**src/logic/xgmii_rx_pkg.sv**
```systemverilog
// xgmii receive path: character codes, crc constants and shared word types
`default_nettype none

package xgmii_rx_pkg;

    localparam int LANES = 8;

    typedef logic [63:0] xgmii_data_t;
    typedef logic [LANES-1:0] xgmii_ctrl_t;
    typedef logic [2:0] lane_idx_t;
    // frame length in bytes, sticks at all ones
    typedef logic [15:0] frame_len_t;
    typedef logic [31:0] crc_t;

    // xgmii control characters
    localparam logic [7:0] XGMII_START = 8'hfb;
    localparam logic [7:0] XGMII_TERM = 8'hfd;
    localparam logic [7:0] XGMII_ERROR = 8'hfe;

    // reflected ethernet polynomial
    localparam crc_t ETH_CRC_POLY = 32'hedb88320;
    // register value after data plus a good fcs, init all ones, no final xor
    localparam crc_t ETH_CRC_RESIDUE = 32'hdebb20e3;

endpackage

`default_nettype wire

```
**src/logic/crc32_byte_step.sv**
```systemverilog
// crc-32 byte step: advances the reflected ethernet crc by one data byte
`timescale 1ns/1ns
`default_nettype none

module crc32_byte_step (
    input  wire xgmii_rx_pkg::crc_t state_in,
    input  wire logic [7:0]         data_in,
    output xgmii_rx_pkg::crc_t      state_out
);

    xgmii_rx_pkg::crc_t crc;

    always_comb begin
        crc = state_in ^ {24'h000000, data_in};
        // lsb first, one shift per data bit
        for (int b = 0; b < 8; b++) begin
            if (crc[0]) begin
                crc = (crc >> 1) ^ xgmii_rx_pkg::ETH_CRC_POLY;
            end else begin
                crc = crc >> 1;
            end
        end
        state_out = crc;
    end

endmodule

`default_nettype wire

```
**src/logic/fcs_checker.sv**
```systemverilog
// fcs checker: running crc over each aligned word with residue flags per byte count
`timescale 1ns/1ns
`default_nettype none

module fcs_checker (
    input  wire logic                      clk,
    input  wire logic                      reset_crc,
    input  wire logic                      crc_restart,
    input  wire xgmii_rx_pkg::xgmii_data_t rxd_d0,
    output logic [8:0]                     crc_ok,
    output logic [8:0]                     crc_ok_saved
);

    xgmii_rx_pkg::crc_t crc_state;

    // tap k holds the crc after the first k bytes of the word
    wire xgmii_rx_pkg::crc_t crc_tap [0:xgmii_rx_pkg::LANES];

    assign crc_tap[0] = crc_state;

    for (genvar k = 0; k < xgmii_rx_pkg::LANES; k++) begin : g_step
        crc32_byte_step u_step (
            .state_in  (crc_tap[k]),
            .data_in   (rxd_d0[k*8 +: 8]),
            .state_out (crc_tap[k+1])
        );
    end

    for (genvar k = 0; k <= xgmii_rx_pkg::LANES; k++) begin : g_ok
        assign crc_ok[k] = (crc_tap[k] == xgmii_rx_pkg::ETH_CRC_RESIDUE);
    end

    always_ff @(posedge clk) begin
        if (reset_crc || crc_restart) begin
            crc_state <= '1;
        end else begin
            crc_state <= crc_tap[xgmii_rx_pkg::LANES];
        end

        // kept for a terminate in the upper lanes
        crc_ok_saved <= crc_ok;
    end

endmodule

`default_nettype wire

```
**src/logic/rx_frame_fsm.sv**
```systemverilog
// frame fsm: drives the output word stream, counts length and limit, closes frames
`timescale 1ns/1ns
`default_nettype none

module rx_frame_fsm #(
    parameter int max_frame_len = 1518
) (
    input  wire logic                      clk,
    input  wire logic                      reset_crc,
    input  wire logic                      rx_enable,
    input  wire xgmii_rx_pkg::xgmii_data_t rxd_d1,
    input  wire logic                      start_d1,
    input  wire logic                      term_present,
    input  wire xgmii_rx_pkg::lane_idx_t   term_lane,
    input  wire logic                      framing_error,
    input  wire logic                      framing_error_d0,
    input  wire logic                      term_present_d0,
    input  wire xgmii_rx_pkg::lane_idx_t   term_lane_d0,
    input  wire logic [8:0]                crc_ok,
    input  wire logic [8:0]                crc_ok_saved,
    output logic                           crc_restart,
    output xgmii_rx_pkg::xgmii_data_t      m_tdata,
    output xgmii_rx_pkg::xgmii_ctrl_t      m_tkeep,
    output logic                           m_tvalid,
    output logic                           m_tlast,
    output logic                           m_tuser,
    output xgmii_rx_pkg::frame_len_t       stat_pkt_len,
    output logic                           stat_pkt_good,
    output logic                           stat_pkt_bad,
    output logic                           stat_err_bad_fcs,
    output logic                           stat_err_framing,
    output logic                           stat_err_oversize
);

    typedef enum logic [1:0] {
        state_idle,
        state_payload,
        state_last
    } state_t;

    state_t state, state_next;
    xgmii_rx_pkg::frame_len_t len_cnt, len_next;
    xgmii_rx_pkg::frame_len_t lim_cnt, lim_next;
    xgmii_rx_pkg::frame_len_t close_len;
    xgmii_rx_pkg::xgmii_ctrl_t tkeep_next;
    logic oversize, oversize_next;
    logic tvalid_next;
    logic close_frame, close_fcs_ok, close_framing, close_oversize, close_good;

    always_comb begin
        state_next = state;
        crc_restart = 1'b0;
        oversize_next = oversize;
        tkeep_next = '1;
        tvalid_next = 1'b0;
        close_frame = 1'b0;
        close_fcs_ok = 1'b1;
        close_framing = 1'b0;
        close_oversize = 1'b0;
        close_len = len_cnt;

        // bytes through rxd_d0, fcs included
        if (&len_cnt[15:3]) begin
            len_next = '1;
        end else if (term_present) begin
            len_next = len_cnt + xgmii_rx_pkg::frame_len_t'(term_lane);
        end else begin
            len_next = len_cnt + xgmii_rx_pkg::frame_len_t'(xgmii_rx_pkg::LANES);
        end

        // remaining budget, floors at zero
        if (lim_cnt[15:3] != '0) begin
            lim_next = lim_cnt - xgmii_rx_pkg::frame_len_t'(xgmii_rx_pkg::LANES);
        end else begin
            lim_next = '0;
        end

        case (state)
            state_idle: begin
                crc_restart = 1'b1;
                len_next = xgmii_rx_pkg::frame_len_t'(xgmii_rx_pkg::LANES);
                lim_next = xgmii_rx_pkg::frame_len_t'(max_frame_len);
                // rxd_d1 holds the preamble word here
                if (start_d1 && rx_enable) begin
                    crc_restart = 1'b0;
                    state_next = state_payload;
                end
            end
            state_payload: begin
                tvalid_next = 1'b1;
                if (term_present) begin
                    oversize_next = lim_cnt < xgmii_rx_pkg::frame_len_t'(8 + term_lane);
                end else begin
                    oversize_next = lim_cnt < xgmii_rx_pkg::frame_len_t'(8);
                end

                if (framing_error || framing_error_d0) begin
                    close_frame = 1'b1;
                    close_framing = 1'b1;
                    close_oversize = oversize_next;
                    close_len = len_next;
                    crc_restart = 1'b1;
                    state_next = state_idle;
                end else if (term_present) begin
                    crc_restart = 1'b1;
                    if (term_lane <= 3'd4) begin
                        // fcs ends inside this word
                        tkeep_next = 8'hff >> (3'd4 - term_lane);
                        close_frame = 1'b1;
                        close_fcs_ok = crc_ok[term_lane];
                        close_oversize = oversize_next;
                        close_len = len_next;
                        state_next = state_idle;
                    end else begin
                        state_next = state_last;
                    end
                end
            end
            state_last: begin
                // a start word right behind is picked up from idle
                tvalid_next = 1'b1;
                tkeep_next = 8'hff >> (4'd12 - {1'b0, term_lane_d0});
                crc_restart = 1'b1;
                close_frame = 1'b1;
                close_fcs_ok = term_present_d0 && crc_ok_saved[term_lane_d0];
                close_oversize = oversize;
                state_next = state_idle;
            end
            default: begin
                state_next = state_idle;
            end
        endcase

        close_good = close_fcs_ok && !close_framing && !close_oversize;
    end

    always_ff @(posedge clk) begin
        state <= state_next;
        len_cnt <= len_next;
        lim_cnt <= lim_next;
        oversize <= oversize_next;

        m_tdata <= rxd_d1;
        m_tkeep <= tkeep_next;
        m_tvalid <= tvalid_next;
        m_tlast <= close_frame;
        m_tuser <= close_frame && !close_good;

        stat_pkt_len <= close_frame ? close_len : '0;
        stat_pkt_good <= close_frame && close_good;
        stat_pkt_bad <= close_frame && !close_good;
        stat_err_bad_fcs <= close_frame && !close_fcs_ok;
        stat_err_framing <= close_frame && close_framing;
        stat_err_oversize <= close_frame && close_oversize;

        if (reset_crc) begin
            state <= state_idle;
            m_tvalid <= 1'b0;
            m_tlast <= 1'b0;
            m_tuser <= 1'b0;
            stat_pkt_len <= '0;
            stat_pkt_good <= 1'b0;
            stat_pkt_bad <= 1'b0;
            stat_err_bad_fcs <= 1'b0;
            stat_err_framing <= 1'b0;
            stat_err_oversize <= 1'b0;
        end
    end

    a_last_valid: assert property (@(posedge clk) disable iff (reset_crc)
        m_tlast |-> m_tvalid);

    // the preamble slot leaves one empty output cycle between frames
    a_gap_after_last: assert property (@(posedge clk) disable iff (reset_crc)
        m_tlast |=> !m_tvalid);

endmodule

`default_nettype wire

```
**src/logic/xgmii_lane_align.sv**
```systemverilog
// xgmii lane aligner: masks control bytes, finds start and terminate, flags stray controls
`timescale 1ns/1ns
`default_nettype none

module xgmii_lane_align (
    input  wire logic                     clk,
    input  wire logic                     reset_crc,
    input  wire xgmii_rx_pkg::xgmii_data_t xgmii_rxd,
    input  wire xgmii_rx_pkg::xgmii_ctrl_t xgmii_rxc,
    output xgmii_rx_pkg::xgmii_data_t     rxd_d0,
    output xgmii_rx_pkg::xgmii_data_t     rxd_d1,
    output logic                          start_d0,
    output logic                          start_d1,
    output logic                          term_present,
    output xgmii_rx_pkg::lane_idx_t       term_lane,
    output logic                          framing_error,
    output logic                          framing_error_d0,
    output logic                          term_present_d0,
    output xgmii_rx_pkg::lane_idx_t       term_lane_d0
);

    xgmii_rx_pkg::xgmii_data_t rxd_masked;
    xgmii_rx_pkg::xgmii_ctrl_t term_hit;
    xgmii_rx_pkg::xgmii_ctrl_t below_term;
    xgmii_rx_pkg::lane_idx_t term_idx;
    logic term_found;
    logic start_hit;
    logic ctrl_err;

    always_comb begin
        for (int i = 0; i < xgmii_rx_pkg::LANES; i++) begin
            rxd_masked[i*8 +: 8] = xgmii_rxc[i] ? 8'h00 : xgmii_rxd[i*8 +: 8];
            term_hit[i] = xgmii_rxc[i] && (xgmii_rxd[i*8 +: 8] == xgmii_rx_pkg::XGMII_TERM);
        end

        // lowest terminate lane wins
        term_found = 1'b0;
        term_idx = '0;
        for (int i = xgmii_rx_pkg::LANES - 1; i >= 0; i--) begin
            if (term_hit[i]) begin
                term_found = 1'b1;
                term_idx = xgmii_rx_pkg::lane_idx_t'(i);
            end
        end

        start_hit = xgmii_rxc[0] && (xgmii_rxd[7:0] == xgmii_rx_pkg::XGMII_START);
        below_term = (8'd1 << term_idx) - 8'd1;

        // any control where only data may appear
        if (start_hit) begin
            ctrl_err = |xgmii_rxc[7:1];
        end else if (term_found) begin
            ctrl_err = |(xgmii_rxc & below_term);
        end else begin
            ctrl_err = |xgmii_rxc;
        end
    end

    always_ff @(posedge clk) begin
        rxd_d0 <= rxd_masked;
        start_d0 <= start_hit;
        term_present <= term_found;
        term_lane <= term_idx;
        framing_error <= ctrl_err;

        // second stage, one word behind
        rxd_d1 <= rxd_d0;
        start_d1 <= start_d0;
        term_present_d0 <= term_present;
        term_lane_d0 <= term_lane;
        framing_error_d0 <= framing_error;

        if (reset_crc) begin
            start_d0 <= 1'b0;
            start_d1 <= 1'b0;
            term_present <= 1'b0;
            term_present_d0 <= 1'b0;
            framing_error <= 1'b0;
            framing_error_d0 <= 1'b0;
        end
    end

    // start and terminate never share a word
    a_start_not_term: assert property (@(posedge clk) disable iff (reset_crc)
        start_d0 |-> !term_present);

endmodule

`default_nettype wire

```
**src/logic/xgmii_rx_top.sv**
```systemverilog
// xgmii frame receiver top: lane aligner, fcs checker and frame fsm
`timescale 1ns/1ns
`default_nettype none

module xgmii_rx_top #(
    parameter int max_frame_len = 1518
) (
    input  wire logic                      clk,
    input  wire logic                      reset_crc,
    input  wire logic                      rx_enable,
    input  wire xgmii_rx_pkg::xgmii_data_t xgmii_rxd,
    input  wire xgmii_rx_pkg::xgmii_ctrl_t xgmii_rxc,
    output xgmii_rx_pkg::xgmii_data_t      m_tdata,
    output xgmii_rx_pkg::xgmii_ctrl_t      m_tkeep,
    output logic                           m_tvalid,
    output logic                           m_tlast,
    output logic                           m_tuser,
    output xgmii_rx_pkg::frame_len_t       stat_pkt_len,
    output logic                           stat_pkt_good,
    output logic                           stat_pkt_bad,
    output logic                           stat_err_bad_fcs,
    output logic                           stat_err_framing,
    output logic                           stat_err_oversize
);

    xgmii_rx_pkg::xgmii_data_t rxd_d0, rxd_d1;
    xgmii_rx_pkg::lane_idx_t term_lane, term_lane_d0;
    logic start_d1;
    logic term_present, term_present_d0;
    logic framing_error, framing_error_d0;
    logic crc_restart;
    logic [8:0] crc_ok, crc_ok_saved;

    xgmii_lane_align u_align (
        .clk              (clk),
        .reset_crc        (reset_crc),
        .xgmii_rxd        (xgmii_rxd),
        .xgmii_rxc        (xgmii_rxc),
        .rxd_d0           (rxd_d0),
        .rxd_d1           (rxd_d1),
        .start_d0         (),
        .start_d1         (start_d1),
        .term_present     (term_present),
        .term_lane        (term_lane),
        .framing_error    (framing_error),
        .framing_error_d0 (framing_error_d0),
        .term_present_d0  (term_present_d0),
        .term_lane_d0     (term_lane_d0)
    );

    fcs_checker u_fcs (
        .clk          (clk),
        .reset_crc    (reset_crc),
        .crc_restart  (crc_restart),
        .rxd_d0       (rxd_d0),
        .crc_ok       (crc_ok),
        .crc_ok_saved (crc_ok_saved)
    );

    rx_frame_fsm #(
        .max_frame_len (max_frame_len)
    ) u_fsm (
        .clk               (clk),
        .reset_crc         (reset_crc),
        .rx_enable         (rx_enable),
        .rxd_d1            (rxd_d1),
        .start_d1          (start_d1),
        .term_present      (term_present),
        .term_lane         (term_lane),
        .framing_error     (framing_error),
        .framing_error_d0  (framing_error_d0),
        .term_present_d0   (term_present_d0),
        .term_lane_d0      (term_lane_d0),
        .crc_ok            (crc_ok),
        .crc_ok_saved      (crc_ok_saved),
        .crc_restart       (crc_restart),
        .m_tdata           (m_tdata),
        .m_tkeep           (m_tkeep),
        .m_tvalid          (m_tvalid),
        .m_tlast           (m_tlast),
        .m_tuser           (m_tuser),
        .stat_pkt_len      (stat_pkt_len),
        .stat_pkt_good     (stat_pkt_good),
        .stat_pkt_bad      (stat_pkt_bad),
        .stat_err_bad_fcs  (stat_err_bad_fcs),
        .stat_err_framing  (stat_err_framing),
        .stat_err_oversize (stat_err_oversize)
    );

endmodule

`default_nettype wire

```
**config.mk**
```make
export PLATFORM = sky130hd
export DESIGN_NAME = xgmii_rx_top
export DESIGN_NICKNAME = d
export VERILOG_FILES = /design/src/logic/xgmii_rx_pkg.sv /design/src/logic/crc32_byte_step.sv /design/src/logic/fcs_checker.sv /design/src/logic/rx_frame_fsm.sv /design/src/logic/xgmii_lane_align.sv /design/src/logic/xgmii_rx_top.sv
export SDC_FILE = /design/constraint.sdc
export NUM_CORES = 1
export LEC_CHECK = 0
export BUFFER_PORTS_ARGS = -buffer_cell sky130_fd_sc_hd__buf_4
export CORE_AREA = 5 5 273 275
export CTS_CLUSTER_SIZE = 28
export DETAILED_ROUTE_END_ITERATION = 10
export DIE_AREA = 0 0 278 280
export GPL_TIMING_DRIVEN = 0
export SYNTH_ARGS = -nofsm -noshare
export SYNTH_HDL_FRONTEND = slang
export SYNTH_HIERARCHICAL = 1
export SYNTH_SLANG_ARGS = --single-unit
```
**constraint.sdc**
```tcl
create_clock -name clk -period 30 [get_ports clk]
set_input_delay 9 -clock clk [delete_from_list [all_inputs] [get_ports clk]]
set_output_delay 9 -clock clk [all_outputs]
set_load 0.01 [all_outputs]
```
# Yosys cells after proc, flatten, opt, wreduce, memory -nomap -nowiden
# Cells that the tools add are included.
[totals] inputBits=75 ff_bits=310 out_inout_bits=96 word_cells=301
[op_classes] magnitude_cmp=5 shifts=3 n_mux=122 n_reduce_logical=34 n_bitwise=75 n_addsub=7 eq_ne=21
[op_table] cell="2-to-1 mux 32 bit" n=64
[op_table] cell="NOT 13 -> 14 bit" n=64
[op_table] cell="== test 32 bit, second input constant" n=8
[op_table] cell="XOR 32 x 8 -> 32 bit" n=8
[op_table] cell="2-to-1 mux 16 bit" n=6
[op_table] cell="== test 8 bit, second input constant" n=9
[op_table] cell="2-to-1 mux 1 bit" n=28
[op_table] cell="2-to-1 mux 3 bit" n=8
[op_table] cell="2-to-1 mux 8 bit" n=3
[op_table] cell="logical AND 1 bit" n=18
[op_table] cell="adder 16 x 3 -> 16 bit" n=1
[op_table] cell="adder 16 x 4 -> 16 bit, second input constant" n=1
[op_table] cell="less-than comparator 16 bit" n=1
[op_table] cell="less-than comparator 16 x 4 -> 1 bit, second input constant" n=1
[op_table] cell="one-hot mux 8 bit (2 select lines)" n=1
[op_table] cell="OR reduction 8 bit" n=2
[op_table] cell="subtractor 16 x 4 -> 16 bit, second input constant" n=1
[op_table] cell="AND reduction 13 bit" n=1
[op_table] cell="nonzero test 13 bit" n=1
[op_table] cell="2-to-1 mux 11 bit" n=1
[op_table] cell="less-than comparator 3 x 5 -> 1 bit, second input constant" n=2
[op_table] cell="AND 8 bit" n=1
[op_table] cell="2-to-1 mux 2 bit" n=4
[op_table] cell="<< shifter 1 x 3 -> 8 bit, first input constant" n=1
[op_table] cell="22 further kinds" n=32

# Logic depth before layout (Yosys ltp)
# Gate-level depths: netlist of the first run.
[depth] word_depth=136 depth_mapped=32 depth_no_buf=32

# By module
# Netlist of the first run, hierarchy kept.
[modules_own_cells] mod="crc32_byte_step" cells_per_inst=64 n_inst=8 seq_area_each_um2=0.0 area_each_um2=954.7
[modules_own_cells] mod="rx_frame_fsm" cells_per_inst=417 n_inst=1 seq_area_each_um2=2572.5 area_each_um2=4475.5
[modules_own_cells] mod="xgmii_lane_align" cells_per_inst=295 n_inst=1 seq_area_each_um2=2802.7 area_each_um2=3786.1
[modules_own_cells] mod="fcs_checker" cells_per_inst=186 n_inst=1 seq_area_each_um2=820.8 area_each_um2=1875.5

# Worst setup path after synthesis of the first run
# OpenSTA, ideal clock, no wires.
[synth_path] path_type="input -> register" from="input xgmii_rxd[39]" to="register u_align.framing_error" path_stages=12 slack_ns=18.635 n_path_buf=0 t_required_ns=29.926 setup_ns=0.074 arrival_time_ns=11.290 path_cell_list="nand4_1 -> or4_1 -> nor2_1 -> a211o_1 -> nor2b_4 -> nor2_1 -> or3_1 -> ha_1 -> or3_1 -> a21boi_0 -> a2111oi_0 -> a31oi_1"
[synth_via] elab_chain_len=13 word_cells_on_any_way=18 cone_classes="1 x add/sub; 1 x eq/ne; 1 x shift; 12 x mux; 1 x bitwise; 2 x reduce/logical"
[synth_rtl] element="start: declaration" line_no="xgmii_rx_top.sv:11" source="input wire xgmii_rx_pkg::xgmii_data_t xgmii_rxd,"
[synth_rtl] element="== test 8 bit" line_no="xgmii_lane_align.sv:33" source="term_hit[i] = xgmii_rxc[i] && (xgmii_rxd[i*8 +: 8] == xgmii_rx_pkg::XGMII_TERM);"
[synth_rtl] element="logical AND 1 bit" line_no="xgmii_lane_align.sv:33"
[synth_rtl] element="2-to-1 mux 3 bit (5 in a row)" line_no="xgmii_lane_align.sv:40" source="if (term_hit[i]) begin"
[synth_rtl] element="net u_align.term_idx[0]" line_no="xgmii_lane_align.sv:25" source="xgmii_rx_pkg::lane_idx_t term_idx;"
[synth_rtl] element="<< shifter 1 x 3 -> 8 bit" line_no="xgmii_lane_align.sv:47" source="below_term = (8'd1 << term_idx) - 8'd1;"
[synth_rtl] element="subtractor 8 x 1 -> 8 bit" line_no="xgmii_lane_align.sv:47"
[synth_rtl] element="AND 8 bit" line_no="xgmii_lane_align.sv:53" source="ctrl_err = |(xgmii_rxc & below_term);"
[synth_rtl] element="OR reduction 8 bit" line_no="xgmii_lane_align.sv:53"
[synth_rtl] element="2-to-1 mux 1 bit" line_no="xgmii_lane_align.sv:52" source="end else if (term_found) begin"
[synth_rtl] element="2-to-1 mux 1 bit" line_no="xgmii_lane_align.sv:50" source="if (start_hit) begin"
[synth_rtl] element="end signal: assignment" line_no="xgmii_lane_align.sv:64" source="framing_error <= ctrl_err;"
[synth_rtl] element="end: declaration" line_no="xgmii_lane_align.sv:16" source="output logic framing_error,"
# The timed path passes the listed nets, and every way through them passes these cells.
# A chain may end at the register's enable or synchronous reset.

# Worst setup path after layout of the first run
[layout_path] from="input xgmii_rxd[55]" to="register u_align.framing_error"
[layout_via] elab_chain_len=15 word_cells_on_any_way=22 cone_classes="1 x add/sub; 1 x eq/ne; 1 x shift; 16 x mux; 1 x bitwise; 2 x reduce/logical"
[layout_rtl] element="== test 8 bit" line_no="xgmii_lane_align.sv:33"
[layout_rtl] element="logical AND 1 bit" line_no="xgmii_lane_align.sv:33"
[layout_rtl] element="2-to-1 mux 3 bit (7 in a row)" line_no="xgmii_lane_align.sv:40"
[layout_rtl] element="net u_align.term_idx[0]" line_no="xgmii_lane_align.sv:25"
[layout_rtl] element="<< shifter 1 x 3 -> 8 bit" line_no="xgmii_lane_align.sv:47"
[layout_rtl] element="subtractor 8 x 1 -> 8 bit" line_no="xgmii_lane_align.sv:47"
[layout_rtl] element="AND 8 bit" line_no="xgmii_lane_align.sv:53"
[layout_rtl] element="OR reduction 8 bit" line_no="xgmii_lane_align.sv:53"
[layout_rtl] element="2-to-1 mux 1 bit" line_no="xgmii_lane_align.sv:52"
[layout_rtl] element="2-to-1 mux 1 bit" line_no="xgmii_lane_align.sv:50"
# The timed path passes the listed nets, and every way through them passes these cells.

==> results.yml, run 1 <==
detailed_routing:
  routed_wirelength_mm: 47.4
  dr.pass1.iters: 5
  route.detailed.drc: 0
  num_vias: 10835
  routedWlPerCell_um: 18.2
  first_iter_violations: 411
  antenna_left: 0
  via_per_inst: 4.17
global_routing:
  grt_pass1_wl_mm: 71.7
  antenna_found_initial: 2
  grt_pass1_vias: 11559
  grt-ovfl-total: 0
  grt_start_max_net_pins: 16
  grt_use_total_pct: 11.9
clock_tree:
  cts_tree: "done"
  numCtsBuffers: 38
  cts.sinks: 308
  ctsResizeCount: 0
  clk_path_buf_depth: 3
  root_buffer: "clkbuf_16"
  htreeDepth: 2
  cts.clk_slew.worst_paths_ps: 70
  worstSkewPairLatency_ps: 570
  ctsHoldBuffers: 0
  cts_setup_buffers: 0
floorplan:
  pin_count: 171
  die_x_um: 278
  die_height_um: 280
  die_area_um2: 77800
  initial_core_util_pct: 24.5
  core_area_um2: 72100
  rows: 99
worst_setup_path:
  r2r_cells: 31
  r2r-end: "u_fsm/stat_pkt_good"
  cp_data_arrival_time_ps: 12380
  r2r_slack_ps: 18510
  required_ps: 30420
  worstPathMaxFanout: 4
  worstSetupPathType: "input port to flip-flop"
  crit_path_start_kind: "input port"
  cp-end-kind: "flip-flop"
  r2r-start: "u_align/rxd_d0[6]"
placed_design:
  post-place-cells: 2526
  place.gp.congestion: 0.912
  numPortBuffers: 170
  place_hpwl_mm: 38.1
logic_synthesis:
  syn-num-nets: 1493
  yosys_warnings: 6
  syn_area_um2: 17700
  synthCells: 1397
  synth_area_per_cell_um2: 12.6
timing:
  period_needed_ps: 11960
  tns_ps: 0
  final.period_utilization_pct: 39.9
  slew_violations: 0
  slew_headroom_pct: 24.5
  max_freq_mhz: 83.6
  hold_viol_final: 0
  rsz0062_at_grt: "no"
  clock_skew_ps: 21.3
  setup_viol: 0
  tightest_slew_ps: 1120
hold_path:
  hold_start: "u_align/rxd_d1[33]"
  min_path_type: "flip-flop to flip-flop"
  holdPathStages: 0
  min_to: "u_fsm/m_tdata[33]"
cells_and_area:
  final_cells: 2596
  mostFrequentLayoutCells: "307 x dfxtp_1, 223 x xnor2_1, 172 x buf_4"
  layout.nets: 1703
  fillers: 7348
  drive_gt1_share_pct: 24.0
  synthToLayoutAreaGrowth_pct: 21.4
  final_common_cell: "dfxtp_1"
status:
  status: "completed"
job:
  cap_viol_max_count: 0
## worst max path at each step
stage                   from                    end  slack [ps]  depth (start not counted)
2_1_floorplan  xgmii_rxd[39]  u_align/framing_error       18640                         12
3_3_place_gp   xgmii_rxd[55]  u_align/framing_error       17470                         13
3_5_place_dp   xgmii_rxd[55]  u_align/framing_error       17480                         13
4_1_cts        xgmii_rxd[53]  u_align/framing_error       18100                         13
5_1_grt        xgmii_rxd[55]  u_align/framing_error       17870                         13
6_report       xgmii_rxd[55]  u_align/framing_error       18040                         13
## sequential cells by signal (all words and copies together), names as in the netlist, 2 cells and up
signal	count
u_align/rxd_d0	64
u_align/rxd_d1	64
u_fsm/m_tdata	64
u_fcs/crc_state	32
u_fsm/len_cnt	16
u_fsm/stat_pkt_len	16
u_fsm/lim_cnt	14
u_fcs/crc_ok_saved	8
u_fsm/m_tkeep	8
u_align/term_lane	3
u_align/term_lane_d0	3
u_fsm/state	2
## through the flow
stage | cell area (um2) | hold WS (ps) | utilization [%] | worst slack, ps
3_5_place_dp | 20100 | 312 | 27.9 | 17480
5_1_grt | 21400 | 318 | 29.7 | 17870
3_3_place_gp | 20100 | 312 | 27.9 | 17470
4_1_cts | 21400 | 312 | 29.7 | 18100
6_report | 21400 | 315 | 29.7 | 18040
2_1_floorplan | 17700 | 310 | - | 18640
## area by class of cell
| class | count | area, um2 | area share [%] |
|---|---|---|---|
| diodes | 1 | 2.50 | 0.0117 |
| plain buffers | 30 | 124 | 0.578 |
| clock buffers | 49 | 1050 | 4.91 |
| clock inverters | 20 | 254 | 1.18 |
| inverters | 33 | 124 | 0.578 |
| multi-input cells | 1026 | 11200 | 52.4 |
| flip-flops and latches | 308 | 6180 | 28.8 |
| well taps | 959 | 1200 | 5.59 |
| repair buffers | 170 | 1280 | 5.95 |
## routing by layer
metal	vias up	GRT usage, %	routed length [um]
met5	-	0	13
li1	5293	-	-
met2	240	20.8	23400
met4	2	3.87	1400
met1	5230	14.6	20300
met3	70	2.68	2270
## critical path, stage by stage
cell,delay (ps)
buf_4,80
nand4_1,90
nor4_1,910
nand2b_1,210
a211o_1,160
nor2b_4,160
nor2_1,90
or3_1,400
ha_1,230
or3_1,370
a21boi_0,160
a2111oi_0,90
a31oi_1,410
Power of run 1 is left out: the tool's default activity adds up to more than one toggle a clock period on the data nets, which glitch-free logic cannot reach.
==> run 2: changes to the inputs <==
--- a/config.mk
+++ b/config.mk
@@ -5,11 +5,12 @@
 export SDC_FILE = /design/constraint.sdc
 export NUM_CORES = 1
 export LEC_CHECK = 0
+export ABC_AREA = 1
 export BUFFER_PORTS_ARGS = -buffer_cell sky130_fd_sc_hd__buf_4
-export CORE_AREA = 5 5 273 275
+export CORE_AREA = 5 5 294 296
 export CTS_CLUSTER_SIZE = 28
 export DETAILED_ROUTE_END_ITERATION = 10
-export DIE_AREA = 0 0 278 280
+export DIE_AREA = 0 0 299 301
 export GPL_TIMING_DRIVEN = 0
 export SYNTH_ARGS = -nofsm -noshare
 export SYNTH_HDL_FRONTEND = slang
==> constraint.sdc (replaced) <==
create_clock -name clk -period 10.5 [get_ports clk]
set_input_delay 3.15 -clock clk [delete_from_list [all_inputs] [get_ports clk]]
set_output_delay 3.15 -clock clk [all_outputs]
set_load 0.01 [all_outputs]
==> results.yml, run 2 <==
logic_synthesis:
  synth_area_per_cell_um2: 6.69
  syn_area_um2: 20500
  synthCells: 3065
  syn-num-nets: 3161
  yosys_warnings: 6
timing:
  rsz0062_at_grt: "no"
  clock_skew_ps: 40.0
  tightest_slew_ps: 741
  tns_ps: 0
  whs_ps: 317
  slew_headroom_pct: 50.2
  period_needed_ps: 9360
  setup_viol: 0
  hold_viol_final: 0
  final.period_utilization_pct: 89.1
  max_freq_mhz: 107
  slew_violations: 0
clock_tree:
  cts.clk_slew.worst_paths_ps: 60
  root_buffer: "clkbuf_16"
  htreeDepth: 2
  ctsResizeCount: 0
  worstSkewPairLatency_ps: 600
  cts_setup_buffers: 0
  ctsHoldBuffers: 0
  cts_tree: "done"
  cts.sinks: 308
  clk_path_buf_depth: 3
  numCtsBuffers: 39
floorplan:
  pin_count: 171
  die_area_um2: 90000
  rows: 106
  die_height_um: 301
  initial_core_util_pct: 24.6
  die_x_um: 299
  core_area_um2: 83300
hold_path:
  min_to: "u_fsm/m_tdata[54]"
  holdPathStages: 0
  min_path_type: "flip-flop to flip-flop"
  hold_start: "u_align/rxd_d1[54]"
cells_and_area:
  antenna_cells: 0
  mostFrequentLayoutCells: "1065 x nand2_1, 445 x inv_1, 337 x xor2_1"
  reg.largest.list: "u_align/rxd_d0 (64), u_align/rxd_d1 (64), u_fsm/m_tdata (64)"
  fillers: 9061
  drive_gt1_share_pct: 15.9
  post-route-util_pct: 29.4
  synthToLayoutAreaGrowth_pct: 19.7
  final_common_cell: "nand2_1"
  final_cells: 4383
  layout.nets: 3369
global_routing:
  grt_start_max_net_pins: 15
  grt_pass1_wl_mm: 94.2
  grt_pass1_vias: 17067
  antenna_found_initial: 0
  grt_use_total_pct: 13.1
  grt-ovfl-total: 0
detailed_routing:
  num_vias: 18202
  routedWlPerCell_um: 13.9
  route.detailed.drc: 0
  first_iter_violations: 1196
  routed_wirelength_mm: 60.8
  dr.pass1.iters: 6
  antenna_left: 0
  via_per_inst: 4.15
worst_setup_path:
  r2r-start: "u_align/rxd_d0[0]"
  critPathSlowestCell: "xor2_1"
  worstPathMaxFanout: 8
  r2r_slack_ps: 1140
  cp_common_cell: "nand2_1"
  cp-end-kind: "flip-flop"
  crit_path_start_kind: "flip-flop"
  worstSetupPathType: "flip-flop to flip-flop"
  r2r-end: "u_fsm/stat_pkt_bad"
  r2r_cells: 64
  slowest_delay_ps: 430
  required_ps: 10970
  cp_data_arrival_time_ps: 9820
placed_design:
  place.gp.congestion: 0.916
  place_hpwl_mm: 49.4
  post-place-cells: 4312
  numPortBuffers: 167
job:
  cap_viol_max_count: 0
status:
  status: "completed"
run 2: worst max-delay path by stage:
stage | startpoint | end | slack (ps)
finish | u_align/rxd_d0[0] | u_fsm/stat_pkt_bad | 1140
CTS | u_align/rxd_d0[0] | u_fsm/stat_pkt_bad | 1270
global placement | u_align/rxd_d0[0] | u_fsm/stat_pkt_bad | 1480
floorplan | u_fcs/crc_state[1] | u_fsm/stat_pkt_bad | 3360
global route | u_align/rxd_d0[0] | u_fsm/stat_pkt_good | 140
detailed placement | u_align/rxd_d0[0] | u_fsm/stat_pkt_bad | 1300
run 2: final cells by class:
cell class | instances | area (um2) | share of cell area [%]
Sequential cell | 308 | 6180 | 25.2
Clock inverter | 24 | 358 | 1.46
Inverter | 472 | 1770 | 7.24
Buffer | 23 | 143 | 0.582
Timing Repair Buffer | 167 | 1250 | 5.11
Tap cell | 1080 | 1350 | 5.51
Multi-Input combinational cell | 2262 | 12400 | 50.6
Clock buffer | 47 | 1070 | 4.35
run 2: per-stage QoR:
stage          instance area, um2  setup slack, ps
6_report                    24500             1140
5_1_grt                     24500              139
4_1_cts                     24500             1270
3_5_place_dp                23100             1300
3_3_place_gp                23100             1480
2_1_floorplan               20500             3360
run 2: critical path: cells and delay by family (launching register included):
kind | cells | cell delay (ps)
and+or+nand+nor | 42 | 4570
xor gates and xnor gates | 11 | 3170
buffers and inverters | 10 | 950
DFF | 1 | 420
AOI/OAI and AO/OA | 1 | 100
run 2: layer usage:
layer  wire [um]  global-route usage [%]  share of wire, %
met1       28200                    17.6                46
met2       27800                    22.0                46
met3        3220                    1.72               5.3
met4        1550                    3.88               2.5
met5           0                       0                 0
Power of run 2 is left out for the same reason.
==> run 3: changes to the inputs <==
--- a/config.mk
+++ b/config.mk
@@ -7,12 +7,11 @@
 export LEC_CHECK = 0
 export ABC_AREA = 1
 export BUFFER_PORTS_ARGS = -buffer_cell sky130_fd_sc_hd__buf_4
-export CORE_AREA = 5 5 294 296
+export CORE_AREA = 5 5 302 304
 export CTS_CLUSTER_SIZE = 28
 export DETAILED_ROUTE_END_ITERATION = 10
-export DIE_AREA = 0 0 299 301
+export DIE_AREA = 0 0 307 309
 export GPL_TIMING_DRIVEN = 0
 export SYNTH_ARGS = -nofsm -noshare
 export SYNTH_HDL_FRONTEND = slang
-export SYNTH_HIERARCHICAL = 1
 export SYNTH_SLANG_ARGS = --single-unit
==> results.yml, run 3 <==
floorplan:
  initial_core_util_pct: 24.8
  die_height_um: 309
  core_area_um2: 88000
  rows: 109
  die_area_um2: 94900
  die_x_um: 307
  pin_count: 171
timing:
  hold_viol_final: 0
  tns_ps: 0
  max_freq_mhz: 134
  slew_headroom_pct: 15.8
  tightest_slew_ps: 1260
  slew_violations: 0
  setup_viol: 0
  rsz0062_at_grt: "no"
  final.period_utilization_pct: 71.0
  clock_skew_ps: 25.6
  period_needed_ps: 7460
job:
  cap_viol_max_count: 0
cells_and_area:
  layout.nets: 3802
  mostFrequentLayoutCells: "1335 x nand2_1, 574 x nand3_1, 344 x inv_1"
  drive_gt1_share_pct: 14.4
  reg.largest.list: "u_align.rxd_d0 (64), u_align.rxd_d1 (64), u_fsm.m_tdata (64)"
  synthToLayoutAreaGrowth_pct: 18.0
  final_common_cell: "nand2_1"
clock_tree:
  cts_setup_buffers: 0
  root_buffer: "clkbuf_16"
  cts.sinks: 308
  cts_tree: "done"
  ctsResizeCount: 0
  cts.clk_slew.worst_paths_ps: 60
  htreeDepth: 2
  numCtsBuffers: 36
  worstSkewPairLatency_ps: 590
  clk_path_buf_depth: 3
  ctsHoldBuffers: 0
global_routing:
  grt_pass1_wl_mm: 119
  grt_use_total_pct: 15.9
  grt_pass1_vias: 20676
  grt_start_max_net_pins: 15
  grt-ovfl-total: 0
  antenna_found_initial: 6
detailed_routing:
  routed_wirelength_mm: 78.3
  route.detailed.drc: 0
  via_per_inst: 4.66
  first_iter_violations: 1804
  routedWlPerCell_um: 16.0
  num_vias: 22794
  dr.pass1.iters: 6
  antenna_left: 0
worst_setup_path:
  cp_common_cell: "nand2_1"
  r2r_cells: 50
  critPathSlowestCell: "dfxtp_1"
  cp-end-kind: "flip-flop"
  worstSetupPathType: "flip-flop to flip-flop"
  cp_data_arrival_time_ps: 7920
  crit_path_start_kind: "flip-flop"
  worstPathMaxFanout: 10
  slowest_delay_ps: 380
  required_ps: 10960
logic_synthesis:
  synth_area_leaders: "dfxtp_1 28%, nand2_1 23%, nand3_1 13%"
  syn-num-nets: 3597
  async_reset_ff_share_pct: 0
  yosys_warnings: 0
  synth_edf_count: 1
  synth_area_per_cell_um2: 6.25
  synthCells: 3496
  synth_cell_types: 60
  ys_ff_latch: 308
  ys.flop_type: "dfxtp_1"
  synth_area_leader_cell: "dfxtp_1"
  synth_top_area_share_pct: 28.1
  syn_area_um2: 21900
  seq_area_frac_synth_pct: 28.3
  yosysMostFrequentCell: "nand2_1"
  synthTopCellsByCount: "1335 x nand2_1, 574 x nand3_1, 344 x inv_1, 307 x dfxtp_1, 159 x nor2_1"
hold_path:
  min_path_type: "flip-flop to flip-flop"
  holdPathStages: 0
placed_design:
  numPortBuffers: 167
  place.gp.congestion: 0.941
  place_hpwl_mm: 64.1
status:
  status: "completed"
[run 3: kinds of logic (layout without fill, tap and decap cells)]
family | count (synthesis) | count (layout) | share of synthesized area, %
compound gates | 152 | 152 | 4.01
xor+xnor | 154 | 154 | 7.25
fa+ha+maj | 26 | 26 | 1.52
buf+inv | 421 | 652 | 8.07
flops | 308 | 308 | 28.3
other cells | 0 | 2 | 0
simple gates | 2435 | 2435 | 50.9
[run 3: routing by layer]
metal  GRT usage, %  wire length (um)
met3           2.54              5030
met5              0                57
met4           5.53              2540
met1           20.7             34300
met2           26.8             36400
[run 3: through the flow]
step | hold slack (ps) | setup WS, ps | area, um2 | instances | util [%]
2_1_floorplan | 310 | 5190 | 21900 | 3496 | -
3_3_place_gp | 310 | 3250 | 24600 | 4828 | 27.9
3_5_place_dp | 312 | 3220 | 24600 | 4828 | 27.9
4_1_cts | 324 | 3210 | 25800 | 4892 | 29.3
5_1_grt | 329 | 2450 | 25800 | 4892 | 29.3
6_report | 321 | 3040 | 25800 | 4894 | 29.3
[run 3: path summary, 6_finish.rpt]
| check | from | end | slack (ps) |
|---|---|---|---|
| max | u_align.rxd_d0[5] | u_fsm.stat_pkt_bad | 3040 |
| min | u_align.rxd_d1[43] | u_fsm.m_tdata[43] | 320 |
| max reg2reg | u_align.rxd_d0[5] | u_fsm.stat_pkt_bad | 3040 |
| min reg2reg | u_align.rxd_d1[43] | u_fsm.m_tdata[43] | 320 |
[run 3: layout make-up]
type | instances | area (um2)
fill | 9825 | 62200
multi-input combinational | 2767 | 13900
sequential | 308 | 6180
tap | 1165 | 1460
inverter | 365 | 1380
timing repair buffer | 167 | 1250
clock buffer | 47 | 1000
buffer | 56 | 382
clock inverter | 17 | 206
antenna | 2 | 5.00
[run 3: worst max-delay path: cells and delay by family (launching register included)]
kind / cells / cell delay, ps
buffers and inverters: 2 / 290
flip-flops: 1 / 380
AND/OR/NAND/NOR: 47 / 6530
AO/OA/AOI/OAI: 1 / 80
Power of run 3 is left out for the same reason.
